==> config.mk <==
export PLATFORM = sky130hd
export DESIGN_NAME = i3c_pio_top
export DESIGN_NICKNAME = d
export VERILOG_FILES = /design/src/common/hci_pkg.sv /design/src/queue/hci_queue.sv /design/src/design/hci_regs.sv /design/src/design/hci_cmd_fsm.sv /design/src/design/hci_reset_timer.sv /design/src/design/i3c_pio_top.sv
export SDC_FILE = /design/constraint.sdc
export NUM_CORES = 1
export LEC_CHECK = 0
export BUFFER_PORTS_ARGS = -buffer_cell sky130_fd_sc_hd__buf_2
export CAP_MARGIN = 20
export CORE_MARGIN = 5
export CORE_UTILIZATION = 55
export DETAILED_ROUTE_END_ITERATION = 10
export PLACE_DENSITY_LB_ADDON = 0.3
export SYNTH_ARGS = -nofsm -noshare
export SYNTH_HDL_FRONTEND = slang
export SYNTH_HIERARCHICAL = 1
export SYNTH_SLANG_ARGS = --single-unit
==> constraint.sdc <==
create_clock -name clk_i -period 5 [get_ports clk_i]
set_clock_uncertainty 0.15 [all_clocks]
set_input_delay 1 -clock clk_i [delete_from_list [all_inputs] [get_ports clk_i]]
set_output_delay 1 -clock clk_i [all_outputs]
set_load 0.03 [all_outputs]
==> src/common/hci_pkg.sv <==
//**********************************************************************
// HCI PIO shared definitions
//**********************************************************************

package hci_pkg;

  // Software data path
  localparam int unsigned DwordWidth = 32;
  localparam int unsigned CmdDwords = 2;  // Dwords per command

  typedef logic [DwordWidth-1:0] dword_t;
  typedef logic [CmdDwords*DwordWidth-1:0] cmd_t;  // Dword 0 in the low half

  // Register word addresses
  localparam int unsigned AddrWidth = 3;

  localparam logic [AddrWidth-1:0] AddrResetCtrl = 3'd0;
  localparam logic [AddrWidth-1:0] AddrThldCtrl = 3'd1;
  localparam logic [AddrWidth-1:0] AddrCmdPort = 3'd2;
  localparam logic [AddrWidth-1:0] AddrXferPort = 3'd3;
  localparam logic [AddrWidth-1:0] AddrRespPort = 3'd4;
  localparam logic [AddrWidth-1:0] AddrStatus = 3'd5;

  // RESET_CONTROL bit positions, one per queue
  localparam int unsigned RstCmd = 0;
  localparam int unsigned RstTx = 1;
  localparam int unsigned RstRx = 2;
  localparam int unsigned RstResp = 3;

  // Each QUEUE_THLD_CTRL field
  localparam int unsigned ThldWidth = 8;

endpackage : hci_pkg

==> src/queue/hci_queue.sv <==
//**********************************************************************
// HCI show-ahead queue
//**********************************************************************

`timescale 1ns/1ps

module hci_queue #(
  parameter type T = logic,
  parameter int unsigned Depth = 4
) (
  input  logic                          clk_i,
  input  logic                          rst_ni,
  input  logic                          clear_i,
  input  logic                          push_i,
  input  T                              data_i,
  input  logic                          pop_i,
  output T                              data_o,
  output logic                          empty_o,
  output logic                          full_o,
  input  logic [hci_pkg::ThldWidth-1:0] thld_i,
  output logic                          thld_reached_o
);

  localparam int unsigned PtrWidth = (Depth > 1) ? $clog2(Depth) : 1;
  localparam int unsigned LvlWidth = $clog2(Depth + 1);

  T mem_q[Depth];
  logic [PtrWidth-1:0] rd_ptr_q;
  logic [PtrWidth-1:0] wr_ptr_q;
  logic [LvlWidth-1:0] level_q;
  logic do_push;
  logic do_pop;

  // Pointers wrap at Depth, which need not be a power of two
  function automatic logic [PtrWidth-1:0] ptr_inc(input logic [PtrWidth-1:0] ptr);
    return (ptr == PtrWidth'(Depth - 1)) ? '0 : ptr + 1'b1;
  endfunction

  assign empty_o = (level_q == '0);
  assign full_o = (level_q == LvlWidth'(Depth));
  assign do_push = push_i && !full_o;  // Push on full is dropped
  assign do_pop = pop_i && !empty_o;
  assign data_o = mem_q[rd_ptr_q];  // Head shown before the pop
  assign thld_reached_o = 32'(level_q) >= 32'(thld_i);

  always_ff @(posedge clk_i or negedge rst_ni) begin
    if (!rst_ni) begin
      rd_ptr_q <= '0;
      wr_ptr_q <= '0;
      level_q <= '0;
    end else if (clear_i) begin
      rd_ptr_q <= '0;
      wr_ptr_q <= '0;
      level_q <= '0;
    end else begin
      if (do_push) wr_ptr_q <= ptr_inc(wr_ptr_q);
      if (do_pop) rd_ptr_q <= ptr_inc(rd_ptr_q);
      case ({do_push, do_pop})
        2'b10: level_q <= level_q + 1'b1;
        2'b01: level_q <= level_q - 1'b1;
        default: level_q <= level_q;  // Both or neither
      endcase
    end
  end

  always_ff @(posedge clk_i) begin
    if (do_push && !clear_i) mem_q[wr_ptr_q] <= data_i;
  end

endmodule : hci_queue

==> src/design/hci_regs.sv <==
//**********************************************************************
// HCI PIO register block
//**********************************************************************

`timescale 1ns/1ps

module hci_regs #(
  parameter int unsigned DataDepth = 8,
  parameter int unsigned RespDepth = 4
) (
  input  logic                          clk_i,
  input  logic                          rst_ni,
  input  logic                          req_i,
  input  logic                          req_is_wr_i,
  input  logic [hci_pkg::AddrWidth-1:0] addr_i,
  input  hci_pkg::dword_t               wr_data_i,
  output logic                          rd_ack_o,
  output logic                          rd_err_o,
  output hci_pkg::dword_t               rd_data_o,
  output logic                          wr_ack_o,
  output logic                          wr_err_o,
  output logic [3:0]                    rst_req_o,
  input  logic [3:0]                    rst_done_i,
  output logic                          cmd_wr_o,
  output logic                          tx_push_o,
  output logic                          rx_pop_o,
  output logic                          resp_pop_o,
  output hci_pkg::dword_t               wr_data_o,
  input  logic                          cmd_busy_i,
  input  logic                          tx_full_i,
  input  logic                          rx_empty_i,
  input  logic                          resp_empty_i,
  input  logic                          cmd_empty_i,
  input  logic                          tx_empty_i,
  input  hci_pkg::dword_t               rx_data_i,
  input  hci_pkg::dword_t               resp_data_i,
  output logic [hci_pkg::ThldWidth-1:0] rx_thld_o,
  output logic [hci_pkg::ThldWidth-1:0] resp_thld_o,
  input  logic                          rx_thld_reached_i,
  input  logic                          resp_thld_reached_i
);

  localparam int unsigned TW = hci_pkg::ThldWidth;
  localparam logic [TW-1:0] RxThldMax = TW'(DataDepth - 1);
  localparam logic [TW-1:0] RespThldMax = TW'(RespDepth - 1);

  logic wr_req;
  logic rd_req;
  logic wr_err_d;
  logic rd_err_d;
  hci_pkg::dword_t rd_data_d;
  logic [3:0] rst_q;
  logic [3:0] rst_set;
  logic [TW-1:0] rx_thld_q;
  logic [TW-1:0] resp_thld_q;

  function automatic logic [TW-1:0] clamp(input logic [TW-1:0] val, input logic [TW-1:0] max);
    return (val > max) ? max : val;
  endfunction

  assign wr_req = req_i && req_is_wr_i;
  assign rd_req = req_i && !req_is_wr_i;

  // Error and read data for whatever address is presented
  always_comb begin
    wr_err_d = 1'b0;
    rd_err_d = 1'b0;
    rd_data_d = '0;
    case (addr_i)
      hci_pkg::AddrResetCtrl: rd_data_d = hci_pkg::DwordWidth'(rst_q);
      hci_pkg::AddrThldCtrl:  rd_data_d = hci_pkg::DwordWidth'({resp_thld_q, rx_thld_q});
      hci_pkg::AddrCmdPort: begin
        wr_err_d = cmd_busy_i || rst_q[hci_pkg::RstCmd];
        rd_err_d = 1'b1;  // Write-only port
      end
      hci_pkg::AddrXferPort: begin
        wr_err_d = tx_full_i || rst_q[hci_pkg::RstTx];
        rd_err_d = rx_empty_i;
        rd_data_d = rx_empty_i ? '0 : rx_data_i;
      end
      hci_pkg::AddrRespPort: begin
        wr_err_d = 1'b1;
        rd_err_d = resp_empty_i;
        rd_data_d = resp_empty_i ? '0 : resp_data_i;
      end
      hci_pkg::AddrStatus: begin
        wr_err_d = 1'b1;
        rd_data_d = hci_pkg::DwordWidth'({tx_full_i, resp_thld_reached_i, rx_thld_reached_i,
                                          tx_empty_i, cmd_empty_i});
      end
      default: begin
        wr_err_d = 1'b1;
        rd_err_d = 1'b1;
      end
    endcase
  end

  // Port strobes only fire for requests that will be acknowledged clean
  assign cmd_wr_o = wr_req && (addr_i == hci_pkg::AddrCmdPort) && !wr_err_d;
  assign tx_push_o = wr_req && (addr_i == hci_pkg::AddrXferPort) && !wr_err_d;
  assign rx_pop_o = rd_req && (addr_i == hci_pkg::AddrXferPort) && !rd_err_d;
  assign resp_pop_o = rd_req && (addr_i == hci_pkg::AddrRespPort) && !rd_err_d;
  assign wr_data_o = wr_data_i;

  assign rst_set = (wr_req && (addr_i == hci_pkg::AddrResetCtrl)) ? wr_data_i[3:0] : '0;
  assign rst_req_o = rst_q;
  assign rx_thld_o = rx_thld_q;
  assign resp_thld_o = resp_thld_q;

  always_ff @(posedge clk_i or negedge rst_ni) begin
    if (!rst_ni) begin
      rd_ack_o <= 1'b0;
      rd_err_o <= 1'b0;
      wr_ack_o <= 1'b0;
      wr_err_o <= 1'b0;
      rst_q <= '0;
      rx_thld_q <= clamp(TW'(1), RxThldMax);
      resp_thld_q <= clamp(TW'(1), RespThldMax);
    end else begin
      rd_ack_o <= rd_req;
      rd_err_o <= rd_req && rd_err_d;
      wr_ack_o <= wr_req;
      wr_err_o <= wr_req && wr_err_d;
      rst_q <= (rst_q & ~rst_done_i) | rst_set;  // A new request wins over done
      if (wr_req && (addr_i == hci_pkg::AddrThldCtrl)) begin
        rx_thld_q <= clamp(wr_data_i[TW-1:0], RxThldMax);
        resp_thld_q <= clamp(wr_data_i[2*TW-1:TW], RespThldMax);
      end
    end
  end

  always_ff @(posedge clk_i) begin
    if (rd_req) rd_data_o <= rd_data_d;
  end

endmodule : hci_regs

==> src/design/hci_cmd_fsm.sv <==
//**********************************************************************
// HCI command assembly FSM
//**********************************************************************

`timescale 1ns/1ps

module hci_cmd_fsm (
  input  logic            clk_i,
  input  logic            rst_ni,
  input  logic            clear_i,
  input  logic            dword_wr_i,
  input  hci_pkg::dword_t dword_i,
  output logic            busy_o,
  input  logic            queue_full_i,
  output logic            push_o,
  output hci_pkg::cmd_t   cmd_o
);

  localparam int unsigned DW = hci_pkg::DwordWidth;

  typedef enum logic [1:0] {
    Idle,
    Collect,
    Push
  } state_e;

  state_e state_q;
  logic push_q;
  hci_pkg::cmd_t cmd_q;

  always_ff @(posedge clk_i or negedge rst_ni) begin
    if (!rst_ni) begin
      state_q <= Idle;
      push_q <= 1'b0;
    end else if (clear_i) begin
      // Queue reset drops a half-built command
      state_q <= Idle;
      push_q <= 1'b0;
    end else begin
      push_q <= 1'b0;
      case (state_q)
        Idle:    if (dword_wr_i) state_q <= Collect;
        Collect: if (dword_wr_i) state_q <= Push;
        Push: begin
          // Wait here while the command queue is full
          if (!queue_full_i) begin
            push_q <= 1'b1;
            state_q <= Idle;
          end
        end
        default: state_q <= Idle;
      endcase
    end
  end

  // Dword 0 goes low, dword 1 high
  always_ff @(posedge clk_i) begin
    if (dword_wr_i && (state_q == Idle)) cmd_q[0 +: DW] <= dword_i;
    if (dword_wr_i && (state_q == Collect)) cmd_q[DW +: DW] <= dword_i;
  end

  assign busy_o = (state_q == Push);
  assign push_o = push_q;
  assign cmd_o = cmd_q;  // Still stable in the push cycle

endmodule : hci_cmd_fsm

==> src/design/hci_reset_timer.sv <==
//**********************************************************************
// HCI queue reset timer
//**********************************************************************

`timescale 1ns/1ps

module hci_reset_timer #(
  parameter int unsigned ResetHold = 4
) (
  input  logic clk_i,
  input  logic rst_ni,
  input  logic req_i,
  output logic clear_o,
  output logic done_o
);

  localparam int unsigned CntWidth = (ResetHold > 1) ? $clog2(ResetHold) : 1;

  logic [CntWidth-1:0] cnt_q;
  logic active_q;
  logic done_q;

  always_ff @(posedge clk_i or negedge rst_ni) begin
    if (!rst_ni) begin
      cnt_q <= '0;
      active_q <= 1'b0;
      done_q <= 1'b0;
    end else begin
      done_q <= 1'b0;
      if (active_q) begin
        if (cnt_q == '0) begin
          active_q <= 1'b0;
          done_q <= 1'b1;  // Clears the request bit
        end else begin
          cnt_q <= cnt_q - 1'b1;
        end
      end else if (req_i && !done_q) begin
        // Request bit is still high during the done cycle, so skip it
        active_q <= 1'b1;
        cnt_q <= CntWidth'(ResetHold - 1);
      end
    end
  end

  assign clear_o = active_q;
  assign done_o = done_q;

endmodule : hci_reset_timer

==> src/design/i3c_pio_top.sv <==
//**********************************************************************
// I3C HCI PIO subsystem
//**********************************************************************

`timescale 1ns/1ps

module i3c_pio_top #(
  parameter int unsigned CmdDepth = 4,
  parameter int unsigned DataDepth = 8,
  parameter int unsigned RespDepth = 4,
  parameter int unsigned ResetHold = 4
) (
  input  logic                          clk_i,
  input  logic                          rst_ni,
  // Software register port
  input  logic                          req_i,
  input  logic                          req_is_wr_i,
  input  logic [hci_pkg::AddrWidth-1:0] addr_i,
  input  hci_pkg::dword_t               wr_data_i,
  output logic                          rd_ack_o,
  output logic                          rd_err_o,
  output hci_pkg::dword_t               rd_data_o,
  output logic                          wr_ack_o,
  output logic                          wr_err_o,
  // Bus controller side
  input  logic                          cmd_pop_i,
  output hci_pkg::cmd_t                 cmd_data_o,
  output logic                          cmd_empty_o,
  input  logic                          tx_pop_i,
  output hci_pkg::dword_t               tx_data_o,
  output logic                          tx_empty_o,
  input  logic                          rx_push_i,
  input  hci_pkg::dword_t               rx_data_i,
  output logic                          rx_full_o,
  input  logic                          resp_push_i,
  input  hci_pkg::dword_t               resp_data_i,
  output logic                          resp_full_o
);

  logic [3:0] rst_req;
  logic [3:0] rst_done;
  logic [3:0] q_clear;  // Indexed by RESET_CONTROL bit
  logic cmd_wr, tx_push, rx_pop, resp_pop;
  logic cmd_busy, cmd_push, cmd_full, tx_full;
  logic rx_empty, resp_empty;
  logic rx_thld_reached, resp_thld_reached;
  hci_pkg::dword_t wr_data, rx_head, resp_head;
  hci_pkg::cmd_t cmd_assembled;
  logic [hci_pkg::ThldWidth-1:0] rx_thld, resp_thld;

  hci_regs #(.DataDepth(DataDepth), .RespDepth(RespDepth)) hci_regs_i (
    .clk_i, .rst_ni, .req_i, .req_is_wr_i, .addr_i, .wr_data_i,
    .rd_ack_o, .rd_err_o, .rd_data_o, .wr_ack_o, .wr_err_o,
    .rst_req_o(rst_req), .rst_done_i(rst_done),
    .cmd_wr_o(cmd_wr), .tx_push_o(tx_push), .rx_pop_o(rx_pop), .resp_pop_o(resp_pop),
    .wr_data_o(wr_data), .cmd_busy_i(cmd_busy),
    .tx_full_i(tx_full), .rx_empty_i(rx_empty), .resp_empty_i(resp_empty),
    .cmd_empty_i(cmd_empty_o), .tx_empty_i(tx_empty_o),
    .rx_data_i(rx_head), .resp_data_i(resp_head),
    .rx_thld_o(rx_thld), .resp_thld_o(resp_thld),
    .rx_thld_reached_i(rx_thld_reached), .resp_thld_reached_i(resp_thld_reached)
  );

  hci_cmd_fsm hci_cmd_fsm_i (
    .clk_i, .rst_ni, .clear_i(q_clear[hci_pkg::RstCmd]),
    .dword_wr_i(cmd_wr), .dword_i(wr_data), .busy_o(cmd_busy),
    .queue_full_i(cmd_full), .push_o(cmd_push), .cmd_o(cmd_assembled)
  );

  // One timer per RESET_CONTROL bit
  for (genvar i = 0; i < 4; i++) begin : g_rst_timer
    hci_reset_timer #(.ResetHold(ResetHold)) hci_reset_timer_i (
      .clk_i, .rst_ni, .req_i(rst_req[i]), .clear_o(q_clear[i]), .done_o(rst_done[i])
    );
  end

  hci_queue #(.T(hci_pkg::cmd_t), .Depth(CmdDepth)) cmd_queue_i (
    .clk_i, .rst_ni, .clear_i(q_clear[hci_pkg::RstCmd]),
    .push_i(cmd_push), .data_i(cmd_assembled), .pop_i(cmd_pop_i), .data_o(cmd_data_o),
    .empty_o(cmd_empty_o), .full_o(cmd_full), .thld_i('0), .thld_reached_o()
  );

  hci_queue #(.T(hci_pkg::dword_t), .Depth(DataDepth)) tx_queue_i (
    .clk_i, .rst_ni, .clear_i(q_clear[hci_pkg::RstTx]),
    .push_i(tx_push), .data_i(wr_data), .pop_i(tx_pop_i), .data_o(tx_data_o),
    .empty_o(tx_empty_o), .full_o(tx_full), .thld_i('0), .thld_reached_o()
  );

  hci_queue #(.T(hci_pkg::dword_t), .Depth(DataDepth)) rx_queue_i (
    .clk_i, .rst_ni, .clear_i(q_clear[hci_pkg::RstRx]),
    .push_i(rx_push_i), .data_i(rx_data_i), .pop_i(rx_pop), .data_o(rx_head),
    .empty_o(rx_empty), .full_o(rx_full_o), .thld_i(rx_thld),
    .thld_reached_o(rx_thld_reached)
  );

  hci_queue #(.T(hci_pkg::dword_t), .Depth(RespDepth)) resp_queue_i (
    .clk_i, .rst_ni, .clear_i(q_clear[hci_pkg::RstResp]),
    .push_i(resp_push_i), .data_i(resp_data_i), .pop_i(resp_pop), .data_o(resp_head),
    .empty_o(resp_empty), .full_o(resp_full_o), .thld_i(resp_thld),
    .thld_reached_o(resp_thld_reached)
  );

endmodule : i3c_pio_top

# [After elaboration in Yosys (flattened, before gate mapping)]
# Memory sizes are Yosys's and may differ from the RTL's.
# Index checks and enable logic that the tools add are counted.
[word_totals] inputBits=107 elab_cells=275 mem_bits_rw=896 memories=4 out_inout_bits=136 reg_bits=173
[mem_list] name="cmd_queue_i.mem_q" words=4 width=64 read_ports=1 rd_ports_with_merged_regs=0 write_ports=1 line="hci_queue.sv:27" rtl="T mem_q[Depth];"
[mem_list] name="rx_queue_i.mem_q" words=8 width=32 read_ports=1 rd_ports_with_merged_regs=0 write_ports=1 line="hci_queue.sv:27"
[mem_list] name="tx_queue_i.mem_q" words=8 width=32 read_ports=1 rd_ports_with_merged_regs=0 write_ports=1 line="hci_queue.sv:27"
[mem_list] name="resp_queue_i.mem_q" words=4 width=32 read_ports=1 rd_ports_with_merged_regs=0 write_ports=1 line="hci_queue.sv:27"
[op_classes] magnitude_cmp=4 addsub=20 reduce_logical=86 bitwise=3 eq_ne=34 n_mux=88
[op_table] operator="$pmux 32 s5" n=1
[op_table] operator="$mux 32" n=2
[op_table] operator="$mux 2" n=28
[op_table] operator="$mux 3" n=14
[op_table] operator="$logic_and 1x1->1" n=32
[op_table] operator="$mux 1" n=31
[op_table] operator="$eq 3x3->1 const B" n=8
[op_table] operator="$reduce_bool 2->1" n=12
[op_table] operator="$logic_not 1->1" n=19
[op_table] operator="$add 3x1->3 const B" n=6
[op_table] operator="$eq 2x2->1 const B" n=9
[op_table] operator="$mux 8" n=2
[op_table] operator="$pmux 4 s2" n=2
[op_table] operator="$mux 4" n=3
[op_table] operator="$pmux 3 s2" n=2
[op_table] operator="$reduce_bool 3->1" n=4
[op_table] operator="$eq 2x1->1 const B" n=5
[op_table] operator="$logic_not 2->1" n=5
[op_table] operator="$logic_not 3->1" n=3
[op_table] operator="$add 2x1->2 const B" n=4
[op_table] operator="$add 4x1->4 const B" n=2
[op_table] operator="$eq 4x4->1 const B" n=2
[op_table] operator="$ge 3x8->1" n=1
[op_table] operator="$ge 4x8->1" n=1
[op_table] operator="other kinds (21)" n=37

# [Logic depth before layout (Yosys ltp)]
[depth] ltp_word=9 ltp_mapped=14 ltp_nobuf=11

# [Hierarchy]
# Netlist, hierarchy kept.
[by_module_without_submodules] mod="hci_queue (rx_queue_i ...)" instances=2 seq_area_each_um2=7937.6 area_each_um2=10392.5 cells_per_inst=464
[by_module_without_submodules] mod="hci_queue (cmd_queue_i)" instances=1 seq_area_each_um2=7862.5 area_each_um2=9875.7 cells_per_inst=409
[by_module_without_submodules] mod="hci_queue (resp_queue_i)" instances=1 seq_area_each_um2=4018.9 area_each_um2=5292.6 cells_per_inst=245
[by_module_without_submodules] mod="hci_regs" instances=1 seq_area_each_um2=1564.0 area_each_um2=2746.4 cells_per_inst=230
[by_module_without_submodules] mod="hci_cmd_fsm" instances=1 seq_area_each_um2=1996.9 area_each_um2=2064.5 cells_per_inst=75
[by_module_without_submodules] mod="hci_reset_timer" instances=4 seq_area_each_um2=100.1 area_each_um2=202.7 cells_per_inst=16
[by_module_without_submodules] mod="i3c_pio_top" instances=1 seq_area_each_um2=0.0 area_each_um2=3.8 cells_per_inst=1

# [Worst setup path before layout]
# OpenSTA, ideal clock, no wires.
[synth_timing] path_kind="input to register" start="in addr_i[2] (netlist bit)" end="mem tx_queue_i/mem_q[0][0] (netlist bit), enable pin" path_buffers=1 path_stages=6 required_time_ns=4.389 arrival_ns=4.826 setup_time_ns=0.461 setup_slack_ns=-0.437 path_cell_list="nand3b_1 clkbuf_1 nor4_1 nand2_1 or3_1 nor3_1"
[synth_between] elab_chain_len=9 word_cells_on_any_way=13 classes_between="3 x eq/ne; 3 x mux; 7 x reduce/logical"
[synth_lines] element="start, declared" line="i3c_pio_top.sv:18" rtl="input logic [hci_pkg::AddrWidth-1:0] addr_i,"
[synth_lines] element="$eq 3x1->1 / $logic_not 3->1 (equally long branches)" line="hci_regs.sv:69" rtl="case (addr_i)"
[synth_lines] element="$reduce_or 2->1 (no line)"
[synth_lines] element="$pmux 1 s3" line="hci_regs.sv:69"
[synth_lines] element="$logic_not 1->1" line="hci_regs.sv:100" rtl="assign tx_push_o = wr_req && (addr_i == hci_pkg::AddrXferPort) && !wr_err_d;"
[synth_lines] element="$logic_and 1x1->1 (*)" line="hci_regs.sv:100"
[synth_lines] element="net tx_push" line="i3c_pio_top.sv:43" rtl="logic cmd_wr, tx_push, rx_pop, resp_pop;"
[synth_lines] element="$logic_and 1x1->1 (*)" line="hci_queue.sv:41" rtl="assign do_push = push_i && !full_o;"
[synth_lines] element="$logic_and 1x1->1 (*)" line="hci_queue.sv:67" rtl="if (do_push && !clear_i) mem_q[wr_ptr_q] <= data_i;"
[synth_lines] element="$mux 1 (*)" line="hci_queue.sv:67"
[synth_lines] element="$mux 1 (not written as such) (*)" line="hci_queue.sv:67"
[synth_lines] element="end, declared" line="hci_queue.sv:27"
# Mark *: on every way through the listed nets, which the timed path passes. The rest lies on a longest branch.

# [Final worst setup path]
[layout_timing] start="reg tx_queue_i.rd_ptr_q[1]" end="out tx_data_o[11]"
[layout_between] elab_chain_len=1
[layout_lines] element="start, declared" line="hci_queue.sv:28" rtl="logic [PtrWidth-1:0] rd_ptr_q;"
[layout_lines] element="start signal, assigned" line="hci_queue.sv:57" rtl="if (do_pop) rd_ptr_q <= ptr_inc(rd_ptr_q);"
[layout_lines] element="$mem_v2 8x32"
[layout_lines] element="end, declared" line="i3c_pio_top.sv:30" rtl="output hci_pkg::dword_t tx_data_o,"
# No other way between the ends.

==> flow_summary.ini <==
[timing]
worstMarginPinSlew_ns = 1.02
rsz0062_at_grt = no
timing.setup.tns_ns = 0
setup_ws_ns = 0.896
finalMaxSlewViolations = 0
hold_ws_ns = 0.335
min_period_ns = 4.10
setup_violations = 0
final.period_utilization_pct = 82.1
clock.fmax_mhz = 244
hold_viol_final = 0
max_slew_margin_pct = 32.2

[drt]
dr.pass1.iters = 5
wl_mm = 86.4
dr.first_iter.drc_count = 1765
routedWlPerCell_um = 26.4
ant_nets = 0
vias = 19600
drc = 0
routed_via_density = 5.99

[worst_setup_path]
crit_family = flip-flops
cp.arrival_ns = 2.95
critPathLaunchType = flip-flop
path_class = reg -> out
endpoint_kind = output pin
cp_num_buf_inv = 2
critical-path-slowest-cell = dfrtp_2
cp_cell_sequence = buf_4 > mux4_2 > mux2_2 > buf_2
required_ns = 3.85
crit_fanout = 34
crit_path_max_incr_delay_ns = 0.93

[clock_network]
cts_buffer_depth = 3
cts_sinks = 1069
clk-insertion-delay-late_ns = 0.67
cts_resized = 0
cts_tree = yes
cts_buffers = 103
htree_levels = 3
path_clk_slew_ns = 0.06
cts_root_buffer = clkbuf_16

[pwr]
p_leak_uw = 0.0156
vdd_drop_max_mv = 0.320
power.density_nw_per_um2 = 425

[floorplan]
pin_count = 243
core-area_um2 = 74600
die-area_um2 = 80900
start_util_pct = 55.5
die_h_um = 284
die_w_um = 284
rows = 100

[yosys]
synth_area_um2 = 41400
avgSynthCellArea_um2 = 21.5
synth_nets = 2070
yosysWarningCount = 6
synthCells = 1926

[place]
place_hpwl_mm = 52.3
dp_worst_setup_slack_ns = 0.685
gp_congestion = 0.809
port_buffers = 242

[final_layout]
num-nets-final = 2347
nFillCells = 4893
drive_gt1_share_pct = 34.3
syn_to_final_growth_pct = 13.6
finish.utilization_pct = 63.1

[global_routing]
grt_max_degree = 78
grt_use_total_pct = 21.3
overflow = 0
grt_pass1_wl_mm = 129
antenna_found_initial = 30
grt_pass1_vias = 20300

[worst_hold_path]
min_path_type = reg -> reg

[outcome]
outcome = finished clean

[job]
max-cap-violations = 0
stage by stage:
stage / instance area (µm²) / total power (µW) / std cells
floorplan: 41400 / 12000 / 1926
global placement: 43600 / 12600 / 3064
detailed placement: 43600 / 12700 / 3064
CTS: 46900 / 20200 / 3255
global route: 47000 / 20800 / 3264
finish: 47000 / 20000 / 3274
final timing paths:
kind                            depth (start not counted)  slack [ns]                              endpoint                                from
worst max-delay path                                    4        0.90                         tx_data_o[11]  tx_queue_i/rd_ptr_q[1]$_DFFE_PN0P_
worst min-delay path                                    0        0.34    cmd_queue_i/mem_q[3][42]$_DFFE_PP_   hci_cmd_fsm_i/cmd_o[42]$_DFFE_PP_
worst max register to register                         11        1.25     tx_queue_i/level_q[3]$_DFFE_PN0P_   tx_queue_i/level_q[1]$_DFFE_PN0P_
worst min register to register                          0        0.34    cmd_queue_i/mem_q[3][42]$_DFFE_PP_   hci_cmd_fsm_i/cmd_o[42]$_DFFE_PP_
max in group asynchronous                               3        3.46   cmd_queue_i/rd_ptr_q[0]$_DFFE_PN0P_                              rst_ni
min in group asynchronous                               2        0.60  resp_queue_i/wr_ptr_q[1]$_DFFE_PN0P_                              rst_ni
area by class of cell:
class	count	area [µm²]	share of cell area (%)
well taps	969	1210	2.58
flip-flops and latches	1069	31700	67.5
inverters	31	116	0.247
repair buffers	289	1610	3.42
clock buffers	145	2900	6.16
diodes	16	40.0	0.0851
clock inverters	46	458	0.974
multi-input cells	709	8950	19.0
worst reg2reg max path: stages, from the launching register on:
cell and delay (ns):
dfrtp_1 0.50, or4b_2 0.77, inv_1 0.16, nor4_1 0.09, buf_4 0.17, and2_1 0.20, nor2_1 0.23, ha_1 0.32
a21oi_1 0.19, and3b_1 0.19, mux2_1 0.32, a311o_1 0.31
registers in the layout, indices dropped and copies added, names as in the netlist, 3 cells and up:
register and count:
cmd_queue_i/mem_q 256, rx_queue_i/mem_q 256, tx_queue_i/mem_q 256, resp_queue_i/mem_q 128
hci_cmd_fsm_i/cmd_o 64, hci_regs_i/rd_data_o 32, g_rst_timer.hci_reset_timer_i/cnt_q 8, hci_regs_i/resp_thld_o 8
hci_regs_i/rx_thld_o 8, g_rst_timer.hci_reset_timer_i/clear_o 4, g_rst_timer.hci_reset_timer_i/done_o 4, hci_regs_i/rst_req_o 4
rx_queue_i/level_q 4, tx_queue_i/level_q 4, cmd_queue_i/level_q 3, resp_queue_i/level_q 3
rx_queue_i/rd_ptr_q 3, rx_queue_i/wr_ptr_q 3, tx_queue_i/rd_ptr_q 3, tx_queue_i/wr_ptr_q 3
cells in the final DEF, fill, tap and decap left out, types with 13 or more instances in the layout:
cell / count
mux2_2: 68
clkbuf_8: 14
buf_4: 44
nor2_1: 35
nor3_1: 20
clkbuf_16: 104
clkinv_1: 22
ha_1: 33
dfrtp_1: 68
nand3b_1: 13
edfxtp_1: 992
nand2_1: 45
a22o_1: 21
inv_1: 30
a21oi_1: 28
mux4_2: 224
a22oi_1: 22
nand2b_1: 15
diode_2: 16
clkbuf_1: 27
buf_2: 241
power breakdown:
group	switching [µW]	internal, µW
clock network	3210	4310
registers	336	10100
logic	1120	911
total	4660	15300
metal layers:
layer	up-vias	GRT usage, %	wire, µm
met2	749	34.6	43200
met4	18	6.13	1940
li1	8441	-	-
met3	137	5.10	7300
met5	-	0	113
met1	10300	29.3	33900
repair_timing:
action / 4_1_cts / 5_1_grt
hold endpoints to repair: 0 / 3
setup buffers: 0 / 0
hold buffers: 0 / 1
Note: power is estimated with default switching activity, not from simulation.
